### src/rtl/wed_pkg.sv
package wed_pkg;

  //////////////////////////////////////////////////////////////////////
  // Widths with a meaning
  //////////////////////////////////////////////////////////////////////

  typedef logic [63:0]   addr_t;        // Host byte address
  typedef logic [511:0]  half_line_t;   // One read-data beat
  typedef logic [1023:0] cache_line_t;  // Whole 128-byte line
  typedef logic [7:0]    unit_id_t;     // Compute-unit tag on cmd/resp/data
  typedef logic [31:0]   count_t;       // Vertex or edge count
  typedef logic [11:0]   xfer_size_t;   // Command transfer size in bytes

  //////////////////////////////////////////////////////////////////////
  // Ids and sizes
  //////////////////////////////////////////////////////////////////////

  localparam unit_id_t   wed_unit_id   = 8'h01;   // Tag of the WED fetch unit
  localparam xfer_size_t wed_line_size = 12'h080; // One full cache line

  //////////////////////////////////////////////////////////////////////
  // Command and response codes
  //////////////////////////////////////////////////////////////////////

  // Host read, line not allocated in the accelerator cache
  typedef enum logic [12:0] {
    cmd_invalid = 13'h0000,
    read_cl_na  = 13'h0A00
  } cmd_code_t;

  typedef enum logic [7:0] {
    resp_done  = 8'h00,
    resp_other = 8'h01   // Anything that is not DONE
  } resp_code_t;

  //////////////////////////////////////////////////////////////////////
  // Controller states
  //////////////////////////////////////////////////////////////////////

  typedef enum logic [2:0] {
    wed_reset,   // First cycle out of reset
    wed_idle,
    wed_req,     // Latch and launch the read
    wed_wait,    // Gather response and both halves
    wed_decode,
    wed_done,
    wed_fail     // Sticky until reset
  } wed_state_t;

endpackage

### src/rtl/read_data_if.sv
`timescale 1ns/1ps

// One read-data port from the host side. Beats for all units share it,
// so the receiver filters on unit_id.
interface read_data_if;
  import wed_pkg::*;

  logic       valid;
  unit_id_t   unit_id;   // Owner of this beat
  logic       half;      // 0 low 512 bits, 1 high 512 bits
  half_line_t data;

  modport source (
    output valid,
    output unit_id,
    output half,
    output data
  );

  modport sink (
    input valid,
    input unit_id,
    input half,
    input data
  );

endinterface

### src/rtl/wed_control.sv
`timescale 1ns/1ps

module wed_control (
  input  logic                 clock,
  input  logic                 rstn,
  input  logic                 enabled,
  input  wed_pkg::addr_t       wed_address,
  input  logic                 resp_valid,
  input  wed_pkg::unit_id_t    resp_unit_id,
  input  wed_pkg::resp_code_t  resp_code,
  input  logic                 cmd_alfull,
  input  logic                 line_full,
  input  logic                 timed_out,
  input  logic                 retries_exhausted,
  input  logic                 decoded,
  output logic                 cmd_valid,
  output wed_pkg::cmd_code_t   cmd_command,
  output wed_pkg::addr_t       cmd_address,
  output wed_pkg::xfer_size_t  cmd_size,
  output wed_pkg::unit_id_t    cmd_unit_id,
  output logic                 wait_run,
  output logic                 req_pulse,
  output logic                 capture_en,
  output logic                 clear,
  output logic                 decode_go,
  output logic                 wed_valid,
  output logic                 wed_error,
  output wed_pkg::addr_t       wed_req_address
);
  import wed_pkg::*;

  wed_state_t state, next_state;
  logic       resp_match;   // DONE for us in this cycle
  logic       resp_seen;    // DONE seen earlier in this wait
  logic       done_ok;

  assign resp_match = resp_valid && (resp_unit_id == wed_unit_id) && (resp_code == resp_done);
  assign done_ok    = resp_seen || resp_match;

  //////////////////////////////////////////////////////////////////////
  // State machine
  //////////////////////////////////////////////////////////////////////

  always_ff @(posedge clock or negedge rstn) begin
    if (!rstn)
      state <= wed_reset;
    else
      state <= next_state;
  end

  always_comb begin
    next_state = state;
    case (state)
      wed_reset: next_state = wed_idle;
      wed_idle: begin
        if (enabled && !cmd_alfull && !wed_valid)
          next_state = wed_req;
      end
      wed_req: next_state = wed_wait;
      wed_wait: begin
        if (done_ok && line_full)
          next_state = wed_decode;   // Data wins over a late timeout
        else if (timed_out)
          next_state = retries_exhausted ? wed_fail : wed_req;
      end
      wed_decode: next_state = wed_done;
      wed_done: next_state = wed_idle;   // Idle then holds on wed_valid
      wed_fail: next_state = wed_fail;
      default: next_state = wed_reset;
    endcase
  end

  // Strobes and levels straight from the state
  assign req_pulse  = (state == wed_req);
  assign clear      = (state == wed_req);
  assign wait_run   = (state == wed_wait);
  assign capture_en = (state == wed_wait);
  assign decode_go  = (state == wed_decode);
  assign wed_error  = (state == wed_fail);
  assign wed_valid  = decoded;

  // Response may come before or after the data
  always_ff @(posedge clock or negedge rstn) begin
    if (!rstn)
      resp_seen <= 1'b0;
    else if (state == wed_req)
      resp_seen <= 1'b0;
    else if (state == wed_wait && resp_match)
      resp_seen <= 1'b1;
  end

  //////////////////////////////////////////////////////////////////////
  // Command register, one pulse per request
  //////////////////////////////////////////////////////////////////////

  always_ff @(posedge clock or negedge rstn) begin
    if (!rstn) begin
      cmd_valid       <= 1'b0;
      cmd_command     <= cmd_invalid;
      cmd_address     <= '0;
      cmd_size        <= '0;
      cmd_unit_id     <= '0;
      wed_req_address <= '0;
    end else begin
      cmd_valid <= (state == wed_req);
      if (state == wed_req) begin
        cmd_command     <= read_cl_na;
        cmd_address     <= wed_address;
        cmd_size        <= wed_line_size;
        cmd_unit_id     <= wed_unit_id;
        wed_req_address <= wed_address;   // Kept for the consumer
      end
    end
  end

  // A second pulse would mean a duplicate read in flight
  assert property (@(posedge clock) disable iff (!rstn) cmd_valid |=> !cmd_valid);

  // Decoder flag and fail state must exclude each other
  assert property (@(posedge clock) disable iff (!rstn) !(wed_valid && wed_error));

endmodule

### src/rtl/wed_decoder.sv
`timescale 1ns/1ps

module wed_decoder (
  input  logic                 clock,
  input  logic                 rstn,
  input  logic                 decode_go,
  input  wed_pkg::cache_line_t line,
  output logic                 decoded,
  output wed_pkg::count_t      vertex_count,
  output wed_pkg::count_t      edge_count,
  output wed_pkg::addr_t       vertex_in_ptr,
  output wed_pkg::addr_t       vertex_out_ptr,
  output wed_pkg::addr_t       edge_in_ptr,
  output wed_pkg::addr_t       edge_out_ptr
);
  import wed_pkg::*;

  // Host byte 0 sits in the top byte of the low half
  half_line_t head;

  assign head = line[511:0];

  // Reverses the low nbytes bytes of v
  function automatic logic [63:0] byte_rev(input logic [63:0] v, input int nbytes);
    logic [63:0] r;
    r = '0;
    for (int i = 0; i < nbytes; i++) begin
      r[8*i +: 8] = v[8*(nbytes-1-i) +: 8];
    end
    return r;
  endfunction

  always_ff @(posedge clock or negedge rstn) begin
    if (!rstn) begin
      decoded        <= 1'b0;
      vertex_count   <= '0;
      edge_count     <= '0;
      vertex_in_ptr  <= '0;
      vertex_out_ptr <= '0;
      edge_in_ptr    <= '0;
      edge_out_ptr   <= '0;
    end else if (decode_go) begin
      decoded        <= 1'b1;   // Held until reset
      vertex_count   <= count_t'(byte_rev({32'h0, head[511 -: 32]}, 4));  // Bytes 0..3
      edge_count     <= count_t'(byte_rev({32'h0, head[479 -: 32]}, 4));  // Bytes 4..7
      vertex_in_ptr  <= byte_rev(head[447 -: 64], 8);   // Bytes 8..15
      vertex_out_ptr <= byte_rev(head[383 -: 64], 8);
      edge_in_ptr    <= byte_rev(head[319 -: 64], 8);
      edge_out_ptr   <= byte_rev(head[255 -: 64], 8);   // Bytes 32..39
    end
  end

endmodule

### src/rtl/wed_fetch_top.sv
`timescale 1ns/1ps

module wed_fetch_top #(
  parameter int timeout_cycles = 64,
  parameter int max_retries    = 3
) (
  input  logic                 clock,
  input  logic                 rstn,
  input  logic                 enabled,
  input  wed_pkg::addr_t       wed_address,
  input  logic                 rd0_valid,
  input  wed_pkg::unit_id_t    rd0_unit_id,
  input  logic                 rd0_half,
  input  wed_pkg::half_line_t  rd0_data,
  input  logic                 rd1_valid,
  input  wed_pkg::unit_id_t    rd1_unit_id,
  input  logic                 rd1_half,
  input  wed_pkg::half_line_t  rd1_data,
  input  logic                 resp_valid,
  input  wed_pkg::unit_id_t    resp_unit_id,
  input  wed_pkg::resp_code_t  resp_code,
  input  logic                 cmd_alfull,
  output logic                 cmd_valid,
  output wed_pkg::cmd_code_t   cmd_command,
  output wed_pkg::addr_t       cmd_address,
  output wed_pkg::xfer_size_t  cmd_size,
  output wed_pkg::unit_id_t    cmd_unit_id,
  output logic                 wed_valid,
  output logic                 wed_error,
  output wed_pkg::addr_t       wed_req_address,
  output wed_pkg::count_t      vertex_count,
  output wed_pkg::count_t      edge_count,
  output wed_pkg::addr_t       vertex_in_ptr,
  output wed_pkg::addr_t       vertex_out_ptr,
  output wed_pkg::addr_t       edge_in_ptr,
  output wed_pkg::addr_t       edge_out_ptr
);
  import wed_pkg::*;

  logic        wait_run, req_pulse, timed_out, retries_exhausted;
  logic        capture_en, clear, line_full;
  logic        decode_go, decoded;
  cache_line_t line;

  //////////////////////////////////////////////////////////////////////
  // Read-data ports
  //////////////////////////////////////////////////////////////////////

  read_data_if rd0 ();
  read_data_if rd1 ();

  assign rd0.valid   = rd0_valid;
  assign rd0.unit_id = rd0_unit_id;
  assign rd0.half    = rd0_half;
  assign rd0.data    = rd0_data;

  assign rd1.valid   = rd1_valid;
  assign rd1.unit_id = rd1_unit_id;
  assign rd1.half    = rd1_half;
  assign rd1.data    = rd1_data;

  //////////////////////////////////////////////////////////////////////
  // Fetch blocks
  //////////////////////////////////////////////////////////////////////

  wed_control u_control (
    .clock, .rstn, .enabled, .wed_address,
    .resp_valid, .resp_unit_id, .resp_code, .cmd_alfull,
    .line_full, .timed_out, .retries_exhausted, .decoded,
    .cmd_valid, .cmd_command, .cmd_address, .cmd_size, .cmd_unit_id,
    .wait_run, .req_pulse, .capture_en, .clear, .decode_go,
    .wed_valid, .wed_error, .wed_req_address
  );

  wed_wait_timer #(
    .timeout_cycles (timeout_cycles),
    .max_retries    (max_retries)
  ) u_timer (
    .clock, .rstn, .wait_run, .req_pulse,
    .timed_out, .retries_exhausted
  );

  wed_line_assembler u_assembler (
    .clock, .rstn, .capture_en, .clear,
    .rd0 (rd0.sink),
    .rd1 (rd1.sink),
    .line, .line_full
  );

  wed_decoder u_decoder (
    .clock, .rstn, .decode_go, .line, .decoded,
    .vertex_count, .edge_count,
    .vertex_in_ptr, .vertex_out_ptr, .edge_in_ptr, .edge_out_ptr
  );

endmodule

### src/rtl/wed_line_assembler.sv
`timescale 1ns/1ps

module wed_line_assembler (
  input  logic                 clock,
  input  logic                 rstn,
  input  logic                 capture_en,
  input  logic                 clear,
  read_data_if.sink            rd0,
  read_data_if.sink            rd1,
  output wed_pkg::cache_line_t line,
  output logic                 line_full
);
  import wed_pkg::*;

  logic       acc0, acc1;   // Beat taken from each port
  logic [1:0] hit;          // Halves landing this cycle
  logic [1:0] got;          // Halves already held

  assign acc0 = capture_en && rd0.valid && (rd0.unit_id == wed_unit_id);
  assign acc1 = capture_en && rd1.valid && (rd1.unit_id == wed_unit_id);

  assign hit[0] = (acc0 && !rd0.half) || (acc1 && !rd1.half);
  assign hit[1] = (acc0 && rd0.half) || (acc1 && rd1.half);

  // Counts a half that is written at this edge, so the line is
  // complete in the register by the time decode reads it
  assign line_full = &(got | hit);

  always_ff @(posedge clock or negedge rstn) begin
    if (!rstn)
      got <= '0;
    else if (clear)
      got <= '0;
    else
      got <= got | hit;
  end

  // Line storage, written per half
  always_ff @(posedge clock) begin
    if (acc0)
      line[{rd0.half, 9'd0} +: 512] <= rd0.data;
    if (acc1)
      line[{rd1.half, 9'd0} +: 512] <= rd1.data;
  end

  // Host side must not send the same half on both ports at once
  assert property (@(posedge clock) disable iff (!rstn)
    !(acc0 && acc1 && (rd0.half == rd1.half)));

endmodule

### src/rtl/wed_wait_timer.sv
`timescale 1ns/1ps

module wed_wait_timer #(
  parameter int timeout_cycles = 64,
  parameter int max_retries    = 3
) (
  input  logic clock,
  input  logic rstn,
  input  logic wait_run,
  input  logic req_pulse,
  output logic timed_out,
  output logic retries_exhausted
);

  localparam int cycle_w = $clog2(timeout_cycles + 1);
  localparam int retry_w = $clog2(max_retries + 2);

  logic [cycle_w-1:0] cycle_count;
  logic [retry_w-1:0] retry_count;

  // Fires in the last waiting cycle of the window
  assign timed_out = wait_run && (cycle_count == cycle_w'(timeout_cycles - 1));

  assign retries_exhausted = (retry_count >= retry_w'(max_retries));

  always_ff @(posedge clock or negedge rstn) begin
    if (!rstn)
      cycle_count <= '0;
    else if (req_pulse || timed_out)
      cycle_count <= '0;   // Fresh window per request
    else if (wait_run)
      cycle_count <= cycle_count + 1'b1;
  end

  // Counts up to the limit and then holds
  always_ff @(posedge clock or negedge rstn) begin
    if (!rstn)
      retry_count <= '0;
    else if (timed_out && !retries_exhausted)
      retry_count <= retry_count + 1'b1;
  end

  // A timeout is a single pulse inside a wait, never outside one
  assert property (@(posedge clock) disable iff (!rstn)
    timed_out |-> wait_run ##1 !timed_out);

endmodule

### config.mk
export PLATFORM = sky130hd
export DESIGN_NAME = wed_fetch_top
export DESIGN_NICKNAME = d
export VERILOG_FILES = /design/src/rtl/wed_pkg.sv /design/src/rtl/read_data_if.sv /design/src/rtl/wed_control.sv /design/src/rtl/wed_decoder.sv /design/src/rtl/wed_fetch_top.sv /design/src/rtl/wed_line_assembler.sv /design/src/rtl/wed_wait_timer.sv
export SDC_FILE = /design/constraint.sdc
export NUM_CORES = 1
export LEC_CHECK = 0
export ABC_AREA = 1
export BUFFER_PORTS_ARGS = -buffer_cell sky130_fd_sc_hd__clkbuf_2
export CAP_MARGIN = 10
export CORE_AREA = 2 2 630 632
export CTS_CLUSTER_DIAMETER = 30
export CTS_CLUSTER_SIZE = 24
export DETAILED_ROUTE_END_ITERATION = 12
export DIE_AREA = 0 0 632 634
export PLACE_DENSITY = 0.39
export SLEW_MARGIN = 20
export SYNTH_ARGS = -nofsm -noshare
export SYNTH_HDL_FRONTEND = slang
export SYNTH_HIERARCHICAL = 1
export SYNTH_SLANG_ARGS = --single-unit
export TNS_END_PERCENT = 30
### constraint.sdc
create_clock -name clock -period 2.7 [get_ports clock]
set_input_delay 0.405 -clock clock [delete_from_list [all_inputs] [get_ports clock]]
set_output_delay 0.405 -clock clock [all_outputs]
set_load 0.02 [all_outputs]
; After elaboration in Yosys (flattened, before gate mapping)
; Cells that the tools add are included.
[classes]
n_addsub = 4
order_cmp = 1
eq_ne = 12
shift = 4
muxes = 14
bitwise_logic = 1
n_reduce_logical = 32
[ops]
columns = operator, count
row1 = $bwmux 1024, 2
row2 = $mux 1024, 2
row3 = $shift 512x12->1024 const A, 2
row4 = $shiftx 512x12->1024, 2
row5 = $eq 8x1->1 const B, 3
row6 = $neg 10->12, 2
row7 = $pmux 3 s6, 1
row8 = $logic_and 1x1->1, 16
row9 = $mux 7, 2
row10 = $mux 3, 4
row11 = $eq 3x3->1 const B, 3
row12 = $logic_not 8->1, 1
row13 = $add 7x1->7 const B, 1
row14 = $eq 7x6->1 const B, 1
row15 = $eq 3x2->1 const B, 2
row16 = $logic_not 1->1, 5
row17 = $logic_or 1x1->1, 4
row18 = $reduce_and 2->1, 2
row19 = $reduce_bool 2->1, 2
row20 = $add 3x1->3 const B, 1
row21 = $eq 3x1->1 const B, 1
row22 = $ge 3x2->1 const B, 1
row23 = $logic_not 3->1, 1
row24 = $ne 3x3->1 const B, 1
row25 = 5 further kinds, 6
[word_totals]
reg_bits = 1428
word_cells = 85

; Logic depth before layout (Yosys ltp)
; Gate-level depths: netlist of run 1.
[logic_depth]
word_depth = 10
ltp_mapped = 16
ltp_nobuf = 14

; By module
; Netlist of run 1, hierarchy kept.
[by_module_without_submodules]
columns = module, instances, cells_each, area_each_um2
row1 = wed_line_assembler, 1, 9600, 56556.7
row2 = wed_decoder, 1, 1354, 12147.9
row3 = wed_control, 1, 424, 3518.4
row4 = wed_wait_timer, 1, 77, 586.8

; Least setup slack after synthesis of run 1
; Ideal clock, no wire load.
[synth_timing]
path_kind = register -> register
from = register u_control.state[2]
to = register u_control.state[0]
t_arrival_ns = 1.923
t_required_ns = 2.576
slack_ns = 0.652
path_stages_with_launch = 15
n_path_buf = 2
period_less_slack_ns = 2.048
cell_sequence = dfrtp_1 -> nor2_1 -> nand2_1 -> inv_1 -> nand2_1 -> nor2_1 -> nand3_1 -> buf_2 -> buf_2 -> nand3b_1 -> nand2_1 -> inv_1 -> nand2_1 -> a21oi_1 -> nand2_1
[synth_between]
elab_chain_cells = 10
elab_cells_between_ends = 27
classes_between = eq/ne: 8 / mux: 2 / bitwise: 1 / reduce/logical: 16
[synth_rtl]
columns = element, line_no
row1 = from (decl), wed_control.sv:32  ; wed_state_t state, next_state;
row2 = from (signal assigned), wed_control.sv:46  ; state <= wed_reset;
row3 = from (signal assigned), wed_control.sv:48  ; state <= next_state;
row4 = $eq 3x2->1 (*), wed_control.sv:77  ; assign capture_en = (state == wed_wait);
row5 = named net capture_en, wed_fetch_top.sv:41  ; logic capture_en, clear, line_full;
row6 = $logic_and 1x1->1 (on tied branches) (2 in a row), "wed_line_assembler.sv:19, wed_line_assembler.sv:20"
row7 = $logic_and 1x1->1 (on tied branches), "wed_line_assembler.sv:22, wed_line_assembler.sv:23"
row8 = $logic_or 1x1->1 (on tied branches), "wed_line_assembler.sv:22, wed_line_assembler.sv:23"
row9 = $or 2x2->2 (*), wed_line_assembler.sv:27  ; assign line_full = &(got | hit);
row10 = $reduce_and 2->1 (*), wed_line_assembler.sv:27
row11 = named net line_full, wed_fetch_top.sv:41
row12 = $logic_and 1x1->1 (*), wed_control.sv:61  ; if (done_ok && line_full)
row13 = $mux 3 or $ne 3x3->1 (tied branches), -
row14 = $pmux 3 s6 or $reduce_and 2->1 (tied branches), -
; Mark *: on every way through the listed nets, which the timed path passes. The rest lies on a longest branch.
; A chain may end at the register's enable or synchronous reset.

; Worst setup path in the final report of run 1
[layout_timing]
from = register u_control.state[0]
to = register u_assembler.line[385]
[layout_between]
elab_chain_cells = 6
elab_cells_between_ends = 8
classes_between = eq/ne: 1 / mux: 3 / reduce/logical: 4
[layout_rtl]
columns = element, line_no
row1 = $eq 3x2->1 (*), wed_control.sv:77
row2 = named net capture_en, wed_fetch_top.sv:41
row3 = $logic_and 1x1->1 (2 in a row), wed_line_assembler.sv:19  ; assign acc0 = capture_en && rd0.valid && (rd0.unit_id == wed_unit_id);
row4 = $mux 1024, wed_line_assembler.sv:40  ; if (acc0)
row5 = $bwmux 1024, wed_line_assembler.sv:43  ; line[{rd1.half, 9'd0} +: 512] <= rd1.data;
row6 = $mux 1024 (*), wed_line_assembler.sv:42  ; if (acc1)
row7 = "to (signal, indexed assignment)", wed_line_assembler.sv:41  ; line[{rd0.half, 9'd0} +: 512] <= rd0.data;
row8 = "to (signal, indexed assignment)", wed_line_assembler.sv:43
row9 = to (decl), wed_line_assembler.sv:10  ; output wed_pkg::cache_line_t line,
; Marked as above.

==> metrics, run 1 <==
Max-Cap Viols=0; met3 WL=~19000 um; Sum Neg Setup Slack=0 ns; worst rel slew slack=0.437; fmax=393 MHz; hold_sp=rd0_data[481]; hold_ws=roughly 0.09 ns; # IOs=~1600; Critical R2R Capture=u_assembler/line[385]; insertion delay to the later sink of the worst-skew pair=~0.94 ns; DP Cell Count=approximately 11000; vias per inst=3.06; Util after Layout=0.156; crit-path max FO=around 70; root buf cell=clkbuf_16; syn_area_per_cell=approximately 7 um^2; post-route ant nets=0; critical path capture point=u_assembler/line[385]; Avg WL per Cell=between 15 and 20 um; Worst-path clk slew=~0.040 ns; Final Wtd Congestion=approximately 0.83; slowest cell on the critical path=dfrtp_1; Congestion Overflow GR=0; highest metal used=met5; worst path required time=about 3.4 ns; Iter 0 DRT Violations=about 1600; Starting Density=0.0859; DRT Pass-1 Iters=5; CTS tree=built; DRC viols=0; global-route wire length before repair=about 300000 um; largest net degree at the start of global routing=150; initial antenna violation count=95; Yosys Warn Count=6; Final nets=slightly below 8000; R2R cell count=11; worst hold path type=in2reg; flop2flop setup slack=0.16 ns; crit-path max cell delay=around 0.37 ns; final worst setup slack=0.155 ns; DRT Wirelength=approximately 230000 um; period utilisation layout=0.943; Final Instance Count excl. Fillers=between 10000 and 15000; FP Rows=approximately 230; detailed-routed wire length on met2=about 110000 um; Detail Placement HPWL=between 150000 and 200000 um; status=completed; CTS Buf Count=approximately 250; Static Leak=~33 nW; Die Wd=approximately 630 um; final hold vios=0; Placeable Area=a little under 400000 um^2; minimum clock period=roughly 2.5 ns; GRT Overall Usage=0.110; vias in the first global route=around 37000; CP startpoint kind=flip-flop; Via Count=37414; H-tree depth=4; arrival time worst endpoint=3.25 ns; CP Capture Type=flip-flop; die area=401000 um^2; pre-CTS setup slack=~0.15 ns; origin of the critical flop-to-flop path=u_control/state[0]; worst-path cell chain=inv_1, nor2_2, nand2_2, inv_1, buf_12, nand4_1, nor3_4, buf_12, nand2_1, nand3_1, nand2_1; Die Y=about 630 um; Peak VDD IR=approximately 530 uV; count of final setup violators=0; crit path from=u_control/state[0]; critical path type=reg2reg; Sink Count=723; max-slew violations=0; Pwr Density=789 nW/um^2; area delta synth->final=81.1%; layout cells sized above 1=0.254; clk_skew=~0.15 ns; # port buffers=between 1000 and 1500; Syn Inst Count=a little under 5000; Worst Tran Pin Value=between 0.8 and 0.9 ns; Post-Syn Area=between 30000 and 40000 um^2; met1 wire length=between 100000 and 150000 um; clock buffer depth=4
## per-layer routing
| layer | vias up | GRT usage |
|---|---|---|
| met2 | 1328 | 0.179 |
| li1 | 18302 | - |
| met5 | - | 0 |
| met1 | 17393 | 0.137 |
| met4 | 20 | 0.0360 |
| met3 | 371 | 0.0361 |
## repair_timing
action                                 4_1_cts  5_1_grt
endpoints found under the hold margin      778        0
hold buffers                               684        0
setup buffers                                0        5
pin swaps                                    0        4
gates resized for setup                      2        4
cloned                                       0        2
setup endpoints to repair                    5      185
## worst min-delay path by stage
stage               cells after the start                            to
finish                                  6         u_assembler/line[481]
CTS                                     7         u_assembler/line[240]
global placement                        1  u_decoder/vertex_out_ptr[53]
floorplan                               0            u_assembler/got[0]
global route                            6         u_assembler/line[214]
detailed placement                      1  u_decoder/vertex_out_ptr[53]
## cell usage in the layout, fill, tap and decap left out, types with 8 or more instances in the layout
master / n
nand2_1: 2299
clkinvlp_4: 8
nand3_1: 183
dlygate4sd3_1: 684
nand3b_1: 150
dfxtp_1: 320
inv_1: 366
clkbuf_8: 62
buf_12: 56
bufinv_16: 19
clkinv_2: 63
dfrtp_1: 403
diode_2: 28
conb_1: 29
nor2_1: 688
clkbuf_1: 56
buf_4: 75
clkbuf_2: 1197
clkbuf_16: 248
## state kept, by name (all words and copies together), names as in the netlist, 32 cells and up
| register | cells |
|---|---|
| u_assembler/line | 320 |
| u_control/cmd_address | 64 |
| u_decoder/edge_count | 32 |
| u_decoder/edge_in_ptr | 64 |
| u_decoder/edge_out_ptr | 64 |
| u_decoder/vertex_count | 32 |
| u_decoder/vertex_in_ptr | 64 |
| u_decoder/vertex_out_ptr | 64 |
## power by group
group	internal, mW	total (mW)	switching (mW)
Combinational	2.46	7.48	5.02
Clock	20.0	28.5	8.49
Sequential	11.7	12.4	0.752
## stage by stage
stage,cell area [um^2],power [mW]
6_report,61300,48.4
5_1_grt,61300,50.5
4_1_cts,61100,49.3
3_5_place_dp,45900,19.2
3_3_place_gp,45900,19.2
2_1_floorplan,34000,15.9
## cell type report
cell class	count	area, um^2
multi-input combinational	3388	13700
clock buffer	364	7220
antenna	28	70.1
timing repair buffer	2019	14700
inverter	371	1420
fill	45412	333000
sequential	723	16500
clock inverter	101	1200
tap	5242	6560
## critical path: cells and delay by family (launching register included)
kind / cells / cell delay (ns)
and+or+nand+nor: 7 / 1.03
buffers and inverters: 4 / 0.66
DFF: 1 / 0.37
No activity file was read; power rests on OpenSTA's default activity.
==> run 2: changes to the inputs <==
--- a/config.mk
+++ b/config.mk
@@ -6,14 +6,15 @@
 export NUM_CORES = 1
 export LEC_CHECK = 0
 export ABC_AREA = 1
-export BUFFER_PORTS_ARGS = -buffer_cell sky130_fd_sc_hd__clkbuf_2
 export CAP_MARGIN = 10
-export CORE_AREA = 2 2 630 632
+export CORE_AREA = 2 2 626 628
 export CTS_CLUSTER_DIAMETER = 30
 export CTS_CLUSTER_SIZE = 24
 export DETAILED_ROUTE_END_ITERATION = 12
-export DIE_AREA = 0 0 632 634
-export PLACE_DENSITY = 0.39
+export DIE_AREA = 0 0 628 630
+export DONT_BUFFER_PORTS = 1
+export PLACE_DENSITY = 0.36
+export SETUP_SLACK_MARGIN = 0.05
 export SLEW_MARGIN = 20
 export SYNTH_ARGS = -nofsm -noshare
 export SYNTH_HDL_FRONTEND = slang
==> run 2 against run 1 <==
Effect of this change: final area fell by 8.4%; clock-buffer cell count increased by 52; clock skew is 0.060 ns lower; sequential power up 20%; worst setup slack improved by 0.065 ns; non-clock buffer count down 1144; sequential share of layout area grew 2.5 points; worst hold slack improved by 0.0028 ns; critical path depth increased by 1; via count decreased by 10%; fmax rose by 2.6%; critical path type unchanged; critical endpoint is now u_assembler/line[318]; largest cell class unchanged; highest routed layer unchanged.
==> metrics, run 2 (synthesis gave the netlist of run 1 again) <==
clk_skew=~0.09 ns; hold_ws=roughly 0.094 ns; status=completed; commonest cells after routing, fill and taps aside=nand2_1 (2298), dlygate4sd3_1 (732), nor2_1 (688); crit-path max FO=32; Post-DP Area=about 40000 um^2; Design Area, Final=approximately 56000 um^2; largest net degree at the start of global routing=approximately 120; DRT Pass-1 Iters=5; RSZ-0062 raised after global routing=false; Max-Cap Viols=0; Sum Neg Setup Slack=0 ns; Placeable Area=388000 um^2; Storage cell area=16500 um^2; global-route wire length before repair=approximately 300000 um; CTS Buf Count=~270; vias per inst=~3.0; Via Count=approximately 34000; minimum clock period=2.48 ns; Detail Placement HPWL=around 180000 um; Multi-input gate area=between 10000 and 15000 um^2; Final Instance Count excl. Fillers=around 11000; Fillers=roughly 45000; Starting Density=0.0872; Iter 0 DRT Violations=between 1500 and 2000; clock buffer depth=4; Congestion Overflow GR=0; layout cells sized above 1=0.0992; CP Capture Type=flip-flop; DP Cell Count=a little under 10000; worst-path cell chain=inv_1, nor2_1, nand2_1, inv_2, buf_12, nand4_1, nor3_4, buf_12, buf_12, nand2_1, nand3_1, nand2_1; count of final setup violators=0; # IOs=~1600; # port buffers=0; Final nets=about 6800; worst rel slew slack=0.298; Final Wtd Congestion=roughly 0.8; Util after Layout=0.145; CTS tree=built; DRC viols=0; FP Rows=between 200 and 250; post-route ant nets=0; most common cell after layout, fill and taps aside=nand2_1; H-tree depth=5; insertion delay to the later sink of the worst-skew pair=about 0.88 ns; slowest cell on the critical path=dfrtp_1; final hold vios=0; Worst Tran Pin Value=1.05 ns; Worst-path clk slew=roughly 0.040 ns; critical path type=reg2reg; Sink Count=about 720; fmax=approximately 400 MHz; Most flops, register=u_assembler/line; max reg flops=320; Peak VDD IR=about 700 uV; initial antenna violation count=about 80; worst path required time=around 3.4 ns; die area=396000 um^2; Static Leak=between 20 and 30 nW; Pwr Density=between 800 and 900 nW/um^2; Die Y=roughly 630 um; crit-path max cell delay=roughly 0.37 ns; Die Wd=about 630 um; GRT Overall Usage=0.112; area delta synth->final=65.9%; root buf cell=clkbuf_16; arrival time worst endpoint=approximately 3.2 ns; vias in the first global route=around 34000; worst hold path type=in2reg; DRT Wirelength=229000 um; Avg WL per Cell=between 20 and 25 um; period utilisation layout=0.919; max-slew violations=0; CP startpoint kind=flip-flop
## run 2: changes by cell type in the layout (fill, tap and decap cells not counted), sizes merged
cell,previous run,this run
buf,136,143
bufinv,19,8
clkbuf,1563,416
clkinv,70,52
clkinvlp,8,0
diode,28,24
dlygate4sd3,684,732
inv,375,383
## run 2: layout make-up
| class | instances | share of cell area |
|---|---|---|
| flip-flops and latches | 723 | 0.294 |
| diodes | 24 | 0.00107 |
| well taps | 5197 | 0.116 |
| clock buffers | 416 | 0.143 |
| repair buffers | 875 | 0.162 |
| multi-input cells | 3388 | 0.244 |
| clock inverters | 72 | 0.0157 |
| inverters | 371 | 0.0252 |
## run 2: timing repair
item,CTS,global route
hold endpoints to repair,595,0
buffers inserted,0,4
hold buffers,733,0
resized for setup,1,5
endpoints found under the setup margin,6,61
## run 2: per-layer routing
layer,vias to the layer above,track usage,share of wire
met2,1416,0.182,0.46
met5,-,0,0.00095
met1,15700,0.127,0.40
met4,34,0.0350,0.029
li1,16049,-,-
met3,382,0.0543,0.11
## run 2: report_power, final
part	internal, mW	switching, mW	total (mW)
Clock	21.0	9.02	30.0
Sequential	11.6	3.28	14.9
Combinational	1.61	2.18	3.79
## run 2: stage by stage
| stage | total power, mW | setup WS [ns] |
|---|---|---|
| 2_1_floorplan | 15.9 | 0.728 |
| 4_1_cts | 49.7 | 0.0257 |
| 3_3_place_gp | 17.7 | 0.102 |
| 5_1_grt | 50.7 | 0.0536 |
| 6_report | 48.7 | 0.220 |
| 3_5_place_dp | 17.9 | 0.106 |
## run 2: path summary, 6_finish.rpt
kind,from,to,slack [ns],cells after the start
min,rd0_data[208],u_assembler/line[208],0.09,5
min reg2reg,u_assembler/line[452],u_decoder/edge_count[28],0.38,2
max in group asynchronous,rstn,u_control/cmd_address[33],0.68,3
max,u_control/state[0],u_assembler/line[318],0.22,12
min in group asynchronous,rstn,u_decoder/edge_in_ptr[59],0.11,1
max reg2reg,u_control/state[0],u_assembler/line[318],0.22,12
## run 2: critical path: cells and delay by family, from the launching register on
family / cells / cell delay, ns
DFF: 1 / 0.37
buffers and inverters: 5 / 0.82
and+or+nand+nor: 7 / 0.87
